--- config.mk ---
export PLATFORM = sky130hd
export DESIGN_NAME = llc_front_top
export DESIGN_NICKNAME = d
export VERILOG_FILES = /design/src/common/llc_cfg_pkg.sv /design/src/common/llc_msg_pkg.sv /design/src/common/llc_stall_if.sv /design/src/rtl/llc_in_fifo.sv /design/src/llc_input/llc_input_decoder.sv /design/src/llc_input/llc_stall_ctrl.sv /design/src/rtl/llc_front_top.sv
export SDC_FILE = /design/constraint.sdc
export NUM_CORES = 1
export LEC_CHECK = 0
export BUFFER_PORTS_ARGS = -buffer_cell sky130_fd_sc_hd__buf_4
export CORE_ASPECT_RATIO = 1.4
export CORE_MARGIN = 1
export CORE_UTILIZATION = 40
export CTS_CLUSTER_SIZE = 25
export DETAILED_ROUTE_END_ITERATION = 6
export GPL_TIMING_DRIVEN = 1
export PLACE_DENSITY = 0.65
export SLEW_MARGIN = 10
export SYNTH_ARGS = -nofsm -noshare
export SYNTH_HDL_FRONTEND = slang
export SYNTH_SLANG_ARGS = --single-unit
--- constraint.sdc ---
create_clock -name clk -period 5.8 [get_ports clk]
set_input_delay 0.29 -clock clk [delete_from_list [all_inputs] [get_ports clk]]
set_output_delay 0.29 -clock clk [all_outputs]
set_load 0.02 [all_outputs]
--- src/common/llc_cfg_pkg.sv ---
// ~~~~~~~~~~~~~~~~~~~~~~~~~~~~~~~~~~~~~~~~~~~~~~~~~
// address geometry of the llc front end
// all widths and the line, set and tag types derive from here
// ~~~~~~~~~~~~~~~~~~~~~~~~~~~~~~~~~~~~~~~~~~~~~~~~~

package llc_cfg_pkg;

    // byte address and line offset
    localparam int addr_bits = 16;
    localparam int offset_bits = 4;

    // number of set index bits
    localparam int set_bits = 4;

    localparam int line_bits = addr_bits - offset_bits;
    localparam int tag_bits = line_bits - set_bits;

    // line address, tag in the upper bits and set in the lower
    typedef logic [line_bits-1:0] line_addr_t;

    typedef logic [set_bits-1:0] llc_set_t;

    typedef logic [tag_bits-1:0] llc_tag_t;

endpackage

--- src/common/llc_msg_pkg.sv ---
// ~~~~~~~~~~~~~~~~~~~~~~~~~~~~~~~~~~~~~~~~~~~~~~~~~
// message types exchanged by the llc front end
// lookup kinds, reset command and the lookup record
// ~~~~~~~~~~~~~~~~~~~~~~~~~~~~~~~~~~~~~~~~~~~~~~~~~

package llc_msg_pkg;

    // what the downstream pipeline should do with a lookup
    typedef enum logic [2:0] {
        k_rst    = 3'd0,
        k_flush  = 3'd1,
        k_rsp    = 3'd2,
        k_req    = 3'd3,
        k_replay = 3'd4,
        k_dma    = 3'd5
    } lookup_kind_t;

    // reset or flush command
    typedef struct packed {
        logic is_flush;
    } rst_cmd_t;

    // registered decoder output
    typedef struct packed {
        lookup_kind_t          kind;
        llc_cfg_pkg::llc_set_t set;
        llc_cfg_pkg::llc_tag_t tag;
    } lookup_t;

endpackage

--- src/common/llc_stall_if.sv ---
// ~~~~~~~~~~~~~~~~~~~~~~~~~~~~~~~~~~~~~~~~~~~~~~~~~
// walk and stall state between decoder and stall controller
// ~~~~~~~~~~~~~~~~~~~~~~~~~~~~~~~~~~~~~~~~~~~~~~~~~
`timescale 1ns/1ps

interface llc_stall_if;
    import llc_cfg_pkg::*;

    // state held by the stall controller
    logic       walk_active;
    logic       walk_is_flush;
    llc_set_t   walk_set;
    logic       walk_last;
    logic       req_stall;
    logic       replay_pending;
    line_addr_t stalled_line;

    // strobes from the decoder, one decision wide
    logic       start_walk;
    logic       start_is_flush;
    logic       step_walk;
    logic       take_replay;
    logic       clr_stall;

    modport dec (
        input  walk_active, walk_is_flush, walk_set, req_stall, replay_pending, stalled_line,
        output start_walk, start_is_flush, step_walk, take_replay, clr_stall
    );

    modport ctrl (
        output walk_active, walk_is_flush, walk_set, walk_last, req_stall, replay_pending,
        output stalled_line,
        input  start_walk, start_is_flush, step_walk, take_replay, clr_stall
    );

endinterface

--- src/rtl/llc_in_fifo.sv ---
// ~~~~~~~~~~~~~~~~~~~~~~~~~~~~~~~~~~~~~~~~~~~~~~~~~
// small valid/ready input queue, one per message source
// ~~~~~~~~~~~~~~~~~~~~~~~~~~~~~~~~~~~~~~~~~~~~~~~~~
`timescale 1ns/1ps

module llc_in_fifo #(
    parameter type msg_t = logic,
    parameter int FIFO_DEPTH = 2
) (
    input  logic clk,
    input  logic rst,
    input  logic in_valid,
    output logic in_ready,
    input  msg_t in_data,
    output logic out_valid,
    output msg_t out_data,
    input  logic take
);

    localparam int ptr_bits = (FIFO_DEPTH > 1) ? $clog2(FIFO_DEPTH) : 1;
    localparam int cnt_bits = $clog2(FIFO_DEPTH + 1);

    msg_t                mem [FIFO_DEPTH];
    logic [ptr_bits-1:0] wr_ptr;
    logic [ptr_bits-1:0] rd_ptr;
    logic [cnt_bits-1:0] count;
    logic                rst_done;
    logic                push;
    logic                pop;

    // ready stays low until the first edge after reset
    assign in_ready = rst_done && (count != cnt_bits'(FIFO_DEPTH));
    assign out_valid = (count != '0);
    assign out_data = mem[rd_ptr];
    assign push = in_valid && in_ready;
    assign pop = take && out_valid;

    always_ff @(posedge clk or negedge rst) begin
        if (!rst) begin
            rst_done <= 1'b0;
            wr_ptr <= '0;
            rd_ptr <= '0;
            count <= '0;
        end else begin
            rst_done <= 1'b1;
            if (push) begin
                wr_ptr <= (wr_ptr == ptr_bits'(FIFO_DEPTH - 1)) ? '0 : wr_ptr + 1'b1;
            end
            if (pop) begin
                rd_ptr <= (rd_ptr == ptr_bits'(FIFO_DEPTH - 1)) ? '0 : rd_ptr + 1'b1;
            end
            if (push && !pop) begin
                count <= count + 1'b1;
            end else if (pop && !push) begin
                count <= count - 1'b1;
            end
        end
    end

    always_ff @(posedge clk) begin
        if (push) begin
            mem[wr_ptr] <= in_data;
        end
    end

endmodule

--- src/llc_input/llc_input_decoder.sv ---
// ~~~~~~~~~~~~~~~~~~~~~~~~~~~~~~~~~~~~~~~~~~~~~~~~~
// picks one message per decision by fixed priority and
// registers it as a set/tag lookup for the pipeline
// ~~~~~~~~~~~~~~~~~~~~~~~~~~~~~~~~~~~~~~~~~~~~~~~~~
`timescale 1ns/1ps

module llc_input_decoder (
    input  logic                   clk,
    input  logic                   rst,
    input  logic                   rst_valid,
    input  llc_msg_pkg::rst_cmd_t  rst_data,
    output logic                   rst_take,
    input  logic                   rsp_valid,
    input  llc_cfg_pkg::line_addr_t rsp_line,
    output logic                   rsp_take,
    input  logic                   req_valid,
    input  llc_cfg_pkg::line_addr_t req_line,
    output logic                   req_take,
    input  logic                   dma_valid,
    input  llc_cfg_pkg::line_addr_t dma_line,
    output logic                   dma_take,
    output logic                   lookup_valid,
    input  logic                   lookup_ready,
    output llc_msg_pkg::lookup_t   lookup,
    llc_stall_if.dec               stall
);
    import llc_cfg_pkg::*;
    import llc_msg_pkg::*;

    logic       decode_en;
    logic       req_hazard;
    logic       issue;
    line_addr_t addr_for_split;
    lookup_t    lookup_next;

    // lookup register empty or being taken
    assign decode_en = !lookup_valid || lookup_ready;

    // a request leaving right now may still come back as a miss,
    // so nothing that could pass it is picked in the same decision
    assign req_hazard = lookup_valid && (lookup.kind == k_req || lookup.kind == k_replay);

    always_comb begin
        rst_take = 1'b0;
        rsp_take = 1'b0;
        req_take = 1'b0;
        dma_take = 1'b0;
        stall.start_walk = 1'b0;
        stall.start_is_flush = 1'b0;
        stall.step_walk = 1'b0;
        stall.take_replay = 1'b0;
        stall.clr_stall = 1'b0;
        issue = 1'b0;
        addr_for_split = '0;
        lookup_next.kind = k_rsp;

        if (decode_en) begin
            if (stall.walk_active) begin
                issue = 1'b1;
                stall.step_walk = 1'b1;
                lookup_next.kind = stall.walk_is_flush ? k_flush : k_rst;
                addr_for_split = line_addr_t'(stall.walk_set);
            end else if (rst_valid) begin
                // walk starts here with set 0
                issue = 1'b1;
                rst_take = 1'b1;
                stall.start_walk = 1'b1;
                stall.start_is_flush = rst_data.is_flush;
                lookup_next.kind = rst_data.is_flush ? k_flush : k_rst;
            end else if (rsp_valid) begin
                issue = 1'b1;
                rsp_take = 1'b1;
                lookup_next.kind = k_rsp;
                addr_for_split = rsp_line;
                stall.clr_stall = stall.req_stall && (rsp_line == stall.stalled_line);
            end else if (!stall.req_stall && !req_hazard) begin
                if (stall.replay_pending) begin
                    issue = 1'b1;
                    stall.take_replay = 1'b1;
                    lookup_next.kind = k_replay;
                    addr_for_split = stall.stalled_line;
                end else if (req_valid) begin
                    issue = 1'b1;
                    req_take = 1'b1;
                    lookup_next.kind = k_req;
                    addr_for_split = req_line;
                end else if (dma_valid) begin
                    issue = 1'b1;
                    dma_take = 1'b1;
                    lookup_next.kind = k_dma;
                    addr_for_split = dma_line;
                end
            end
        end

        // set in the low bits, tag above
        lookup_next.set = addr_for_split[set_bits-1:0];
        lookup_next.tag = addr_for_split[line_bits-1:set_bits];
    end

    always_ff @(posedge clk or negedge rst) begin
        if (!rst) begin
            lookup_valid <= 1'b0;
        end else if (decode_en) begin
            lookup_valid <= issue;
        end
    end

    always_ff @(posedge clk) begin
        if (decode_en && issue) begin
            lookup <= lookup_next;
        end
    end

endmodule

--- src/llc_input/llc_stall_ctrl.sv ---
// ~~~~~~~~~~~~~~~~~~~~~~~~~~~~~~~~~~~~~~~~~~~~~~~~~
// reset/flush set walk and the parked request of a miss
// updated on the same edge as each decoder decision
// ~~~~~~~~~~~~~~~~~~~~~~~~~~~~~~~~~~~~~~~~~~~~~~~~~
`timescale 1ns/1ps

module llc_stall_ctrl (
    input  logic                       clk,
    input  logic                       rst,
    input  logic                       miss,
    input  logic                       lookup_fire,
    input  llc_msg_pkg::lookup_kind_t  lookup_kind,
    input  llc_cfg_pkg::line_addr_t    lookup_line,
    llc_stall_if.ctrl                  stall
);
    import llc_cfg_pkg::*;
    import llc_msg_pkg::*;

    logic park;

    // miss only counts for requests and replays
    assign park = lookup_fire && miss && (lookup_kind == k_req || lookup_kind == k_replay);

    assign stall.walk_last = stall.walk_active && (stall.walk_set == '1);

    // walk over all sets, the command itself already covered set 0
    always_ff @(posedge clk or negedge rst) begin
        if (!rst) begin
            stall.walk_active <= 1'b0;
            stall.walk_is_flush <= 1'b0;
            stall.walk_set <= '0;
        end else if (stall.start_walk) begin
            stall.walk_active <= 1'b1;
            stall.walk_is_flush <= stall.start_is_flush;
            stall.walk_set <= llc_set_t'(1);
        end else if (stall.step_walk) begin
            stall.walk_set <= stall.walk_set + 1'b1;
            if (stall.walk_last) begin
                stall.walk_active <= 1'b0;
            end
        end
    end

    always_ff @(posedge clk or negedge rst) begin
        if (!rst) begin
            stall.req_stall <= 1'b0;
            stall.replay_pending <= 1'b0;
        end else begin
            if (stall.clr_stall) begin
                stall.req_stall <= 1'b0;
            end
            if (stall.take_replay) begin
                stall.replay_pending <= 1'b0;
            end
            // a fresh miss wins over any clear in the same cycle
            if (park) begin
                stall.req_stall <= 1'b1;
                stall.replay_pending <= 1'b1;
            end
        end
    end

    always_ff @(posedge clk) begin
        if (park) begin
            stall.stalled_line <= lookup_line;
        end
    end

endmodule

--- src/rtl/llc_front_top.sv ---
// ~~~~~~~~~~~~~~~~~~~~~~~~~~~~~~~~~~~~~~~~~~~~~~~~~
// llc input front end: four source queues, decoder and
// stall controller, lookup presented on valid/ready
// ~~~~~~~~~~~~~~~~~~~~~~~~~~~~~~~~~~~~~~~~~~~~~~~~~
`timescale 1ns/1ps

module llc_front_top #(
    parameter int FIFO_DEPTH = 2
) (
    input  logic                       clk,
    input  logic                       rst,
    input  logic                       rst_cmd_valid,
    output logic                       rst_cmd_ready,
    input  logic                       rst_cmd_is_flush,
    input  logic                       rsp_valid,
    output logic                       rsp_ready,
    input  llc_cfg_pkg::line_addr_t    rsp_line,
    input  logic                       req_valid,
    output logic                       req_ready,
    input  llc_cfg_pkg::line_addr_t    req_line,
    input  logic                       dma_valid,
    output logic                       dma_ready,
    input  llc_cfg_pkg::line_addr_t    dma_line,
    input  logic                       lookup_ready,
    input  logic                       miss,
    output logic                       lookup_valid,
    output llc_msg_pkg::lookup_kind_t  lookup_kind,
    output llc_cfg_pkg::llc_set_t      lookup_set,
    output llc_cfg_pkg::llc_tag_t      lookup_tag
);
    import llc_cfg_pkg::*;
    import llc_msg_pkg::*;

    rst_cmd_t   rst_cmd_in;
    rst_cmd_t   rst_q_data;
    logic       rst_q_valid, rst_q_take;
    line_addr_t rsp_q_line, req_q_line, dma_q_line;
    logic       rsp_q_valid, rsp_q_take;
    logic       req_q_valid, req_q_take;
    logic       dma_q_valid, dma_q_take;
    lookup_t    lookup;

    llc_stall_if stall_if ();

    assign rst_cmd_in.is_flush = rst_cmd_is_flush;

    llc_in_fifo #(.msg_t(rst_cmd_t), .FIFO_DEPTH(FIFO_DEPTH)) i_rst_fifo (
        .clk, .rst, .in_valid(rst_cmd_valid), .in_ready(rst_cmd_ready), .in_data(rst_cmd_in),
        .out_valid(rst_q_valid), .out_data(rst_q_data), .take(rst_q_take)
    );

    llc_in_fifo #(.msg_t(line_addr_t), .FIFO_DEPTH(FIFO_DEPTH)) i_rsp_fifo (
        .clk, .rst, .in_valid(rsp_valid), .in_ready(rsp_ready), .in_data(rsp_line),
        .out_valid(rsp_q_valid), .out_data(rsp_q_line), .take(rsp_q_take)
    );

    llc_in_fifo #(.msg_t(line_addr_t), .FIFO_DEPTH(FIFO_DEPTH)) i_req_fifo (
        .clk, .rst, .in_valid(req_valid), .in_ready(req_ready), .in_data(req_line),
        .out_valid(req_q_valid), .out_data(req_q_line), .take(req_q_take)
    );

    llc_in_fifo #(.msg_t(line_addr_t), .FIFO_DEPTH(FIFO_DEPTH)) i_dma_fifo (
        .clk, .rst, .in_valid(dma_valid), .in_ready(dma_ready), .in_data(dma_line),
        .out_valid(dma_q_valid), .out_data(dma_q_line), .take(dma_q_take)
    );

    llc_input_decoder i_decoder (
        .clk, .rst,
        .rst_valid(rst_q_valid), .rst_data(rst_q_data), .rst_take(rst_q_take),
        .rsp_valid(rsp_q_valid), .rsp_line(rsp_q_line), .rsp_take(rsp_q_take),
        .req_valid(req_q_valid), .req_line(req_q_line), .req_take(req_q_take),
        .dma_valid(dma_q_valid), .dma_line(dma_q_line), .dma_take(dma_q_take),
        .lookup_valid, .lookup_ready, .lookup,
        .stall(stall_if.dec)
    );

    // parked line rebuilt from the registered tag and set
    llc_stall_ctrl i_stall_ctrl (
        .clk, .rst, .miss,
        .lookup_fire(lookup_valid && lookup_ready),
        .lookup_kind(lookup.kind),
        .lookup_line({lookup.tag, lookup.set}),
        .stall(stall_if.ctrl)
    );

    assign lookup_kind = lookup.kind;
    assign lookup_set = lookup.set;
    assign lookup_tag = lookup.tag;

endmodule

==> results.cfg <==
[global_routing]
grt_pass1_wl_um = 16900
gr-total-overflow = 0
track_usage_pct = 17.4
first_global_vias = 3282
grt_antenna_before_repair = 0
grt_max_degree = 27

[final_layout]
n_antenna_cell = 0
drive_gt1_share_pct = 26.4
multiInputGateArea_sq_um = 1420
nFillCells = 1055
seq_area_sq_um = 3680
final_area_sq_um = 6430
layoutNonFillerInstCount = 570
area_delta_synth_final_pct = 23.7
post-route-util_pct = 51.5
finalNetCount = 457

[synth]
ys_seq_area_share_pct = 70.8
ys_top_cells_by_area = edfxtp_1 58%, dfrtp_1 13%, mux2_2 3.5%, mux2i_1 3.1%, xor2_1 2.9%
synth_edf_count = 101
post-synth-top-area-fraction_pct = 58.3
yosys.area.top_type = edfxtp_1
synth_nets = 385
syn_area_per_cell_sq_um = 15.5
synth_cells = 335
ys_async_sr_fraction_pct = 20.5
synth_area_sq_um = 5200
synth-seq-cells = 127
yosysWarnings = 0
synth_cell_types = 42
synth_flop_cell = edfxtp_1

[sta]
finalMaxSlewViolations = 0
hold_viol_final = 0
fmaxAchievable_mhz = 343
setup_ws_ps = 2880
setup_violations = 0
relSlewSlack_pct = 26.0
period_share_pct = 50.3
fin_crit_ps = 2920
rsz0062_at_grt = no
worst_pin_slew_ps = 1110
tns_ps = 0
clock_skew_ps = 8.01

[power_and_ir_drop]
pwr-share-seq_pct = 45.1
peakVddDrop_v = 0.000226
p_comb_share_pct = 17.9
p_per_area_nw_per_um2 = 454
switching_share_pct = 27.5
p_clk_share_pct = 37.1
p_leak_uw = 0.00246
p_int_uw = 2120
power.switching_uw = 801

[route]
ant_nets = 0
drt_first_pass_iters = 7
drc = 0
drt_iter0_markers = 270
wl_per_cell_um = 18.9
num_vias = 3038
via_per_inst = 5.33
wl_um = 10800

[clocking]
h-tree-depth = 4
cts_buffers = 17
clock_sinks = 127
cts_setup_buffers = 0
cts.root.buffer_cell = clkbuf_16
tritoncts = built
clkLatencyLatePin_ps = 410
ctsHoldBuffers = 1
clockBufferDepth = 2
post_cts_resized = 0
path_clk_slew_ps = 60

[floorplan]
coreArea_sq_um = 12500
rows = 48
die_w_um = 98.4
die_h_um = 137
io_pins = 65
start_util_pct = 41.6
die_area_sq_um = 13500

[placement]
dp_slack_ps = 2890
dp_hpwl_um = 7580
placed_area_sq_um = 5820
place_congestion = 0.794
placed_cells = 537
portBuffers = 64

[worst_setup_path]
cp_data_required_time_ps = 6120
worstSetupPathType = flop to flop
crit_arrival_ps = 3240
critPathLaunchType = flop
path_max_fanout = 16
endpoint_kind = flop

[flow_run]
drv_cap = 0

[min_path]
holdCritPathClass = primary input to flop

[outcome]
status = complete, no violations
metal layers:
metal | GRT usage [%] | vias up | wire (um)
met4 | 5.06 | 0 | 124
met3 | 5.92 | 14 | 434
li1 | - | 1417 | -
met1 | 18.9 | 1535 | 4070
met5 | 0 | - | 0
met2 | 32.1 | 72 | 6160
logic make-up after synthesis:
logic type | Yosys count | synth area share (%)
AO/OA/AOI/OAI | 45 | 6.45
AND/OR/NAND/NOR | 63 | 6.26
multiplexers | 38 | 7.84
buffers and inverters | 24 | 1.95
flip-flops | 127 | 70.8
adder cells (fa/ha/maj) | 5 | 1.20
XOR/XNOR | 32 | 5.39
other | 1 | 0.0721
critical path, stage by stage (launching register included):
cell      delay (ps)
dfrtp_1          450
or3_4            450
nor3_2           180
nand4b_1         610
nand2b_1         420
ha_1             370
nor2_1           140
xor2_1           190
synth_stat cells, types with 2 or more instances:
cell type / instances
xnor2_1: 15
nand4_1: 3
clkbuf_1: 8
mux2_2: 16
a21boi_0: 4
o21ai_1: 3
nand2_1: 14
a22o_1: 3
xor2_1: 17
dfrtp_1: 26
buf_2: 3
buf_1: 2
nand3_1: 2
nor2b_1: 2
o22ai_1: 9
inv_1: 10
nor3_1: 3
o221ai_1: 4
a21o_1: 2
a222oi_1: 11
mux2i_1: 16
nand2b_1: 4
and3_1: 4
a21oi_1: 7
edfxtp_1: 101
nor4_1: 2
nor2_1: 20
ha_1: 5
mux2_1: 6
per-stage QoR:
step	hold WS (ps)	power, uW
floorplan	-5.59	1660
detailed placement	232	1850
global placement	229	1830
finish	63.3	2920
CTS	51.0	2940
global route	40.3	3060
worst paths after layout:
path / start / to / slack, ps / cells after the start
setup / recovery: i_stall_ctrl.stall.walk_active / i_req_fifo.count[1] / 2880 / 7
hold / removal: req_line[4] / i_req_fifo.mem[1][4] / 60 / 1
min in group asynchronous: rst / i_rst_fifo.count[1] / 340 / 2
hold reg to reg: i_decoder.lookup[0] / i_stall_ctrl.stall.stalled_line[4] / 460 / 0
max in group asynchronous: rst / i_dma_fifo.count[0] / 5180 / 2
setup reg to reg: i_stall_ctrl.stall.walk_active / i_req_fifo.count[1] / 2880 / 7
power by group through the flow:
stage,Combinational (uW),Sequential [uW],Clock (uW)
floorplan,380,1280,0
global placement,510,1320,0
detailed placement,526,1330,0
CTS,530,1310,1100
global route,578,1340,1140
finish,521,1310,1080
cells in the final DEF, fill, tap and decap left out, types with 3 or more instances in the layout:
cell type / instances
nor2_1: 20
nand4_1: 3
nand2_1: 14
and3_1: 4
o221ai_1: 4
mux2i_1: 16
a21oi_1: 7
inv_1: 10
xnor2_1: 15
mux2_2: 16
buf_4: 66
xor2_1: 17
o22ai_1: 9
mux2_1: 6
edfxtp_1: 101
a222oi_1: 11
a21boi_0: 4
ha_1: 5
bufinv_16: 4
nor3_1: 3
nand2b_1: 4
o21ai_1: 3
clkbuf_16: 17
clkinvlp_4: 4
clkinv_1: 4
a22o_1: 3
dfrtp_1: 26
registers in the layout, summed over array words and instances (netlist names), 2 cells and up:
register                         flops
i_dma_fifo.count                     2
i_stall_ctrl.stall.walk_set          4
i_req_fifo.mem                      24
i_rst_fifo.mem                       2
i_decoder.lookup                    15
i_rst_fifo.count                     2
i_stall_ctrl.stall.stalled_line     12
i_dma_fifo.mem                      24
i_req_fifo.count                     2
i_rsp_fifo.count                     2
i_rsp_fifo.mem                      24
final cells by class:
class                           instances  area share [%]
Tap cell                              150            2.92
Inverter                               10           0.584
Multi-Input combinational cell        184            22.0
Clock inverter                         13            2.65
Clock buffer                           19            6.73
Sequential cell                       127            57.3
Timing Repair Buffer                   67            7.86
Note: power is estimated with default switching activity, not from simulation.
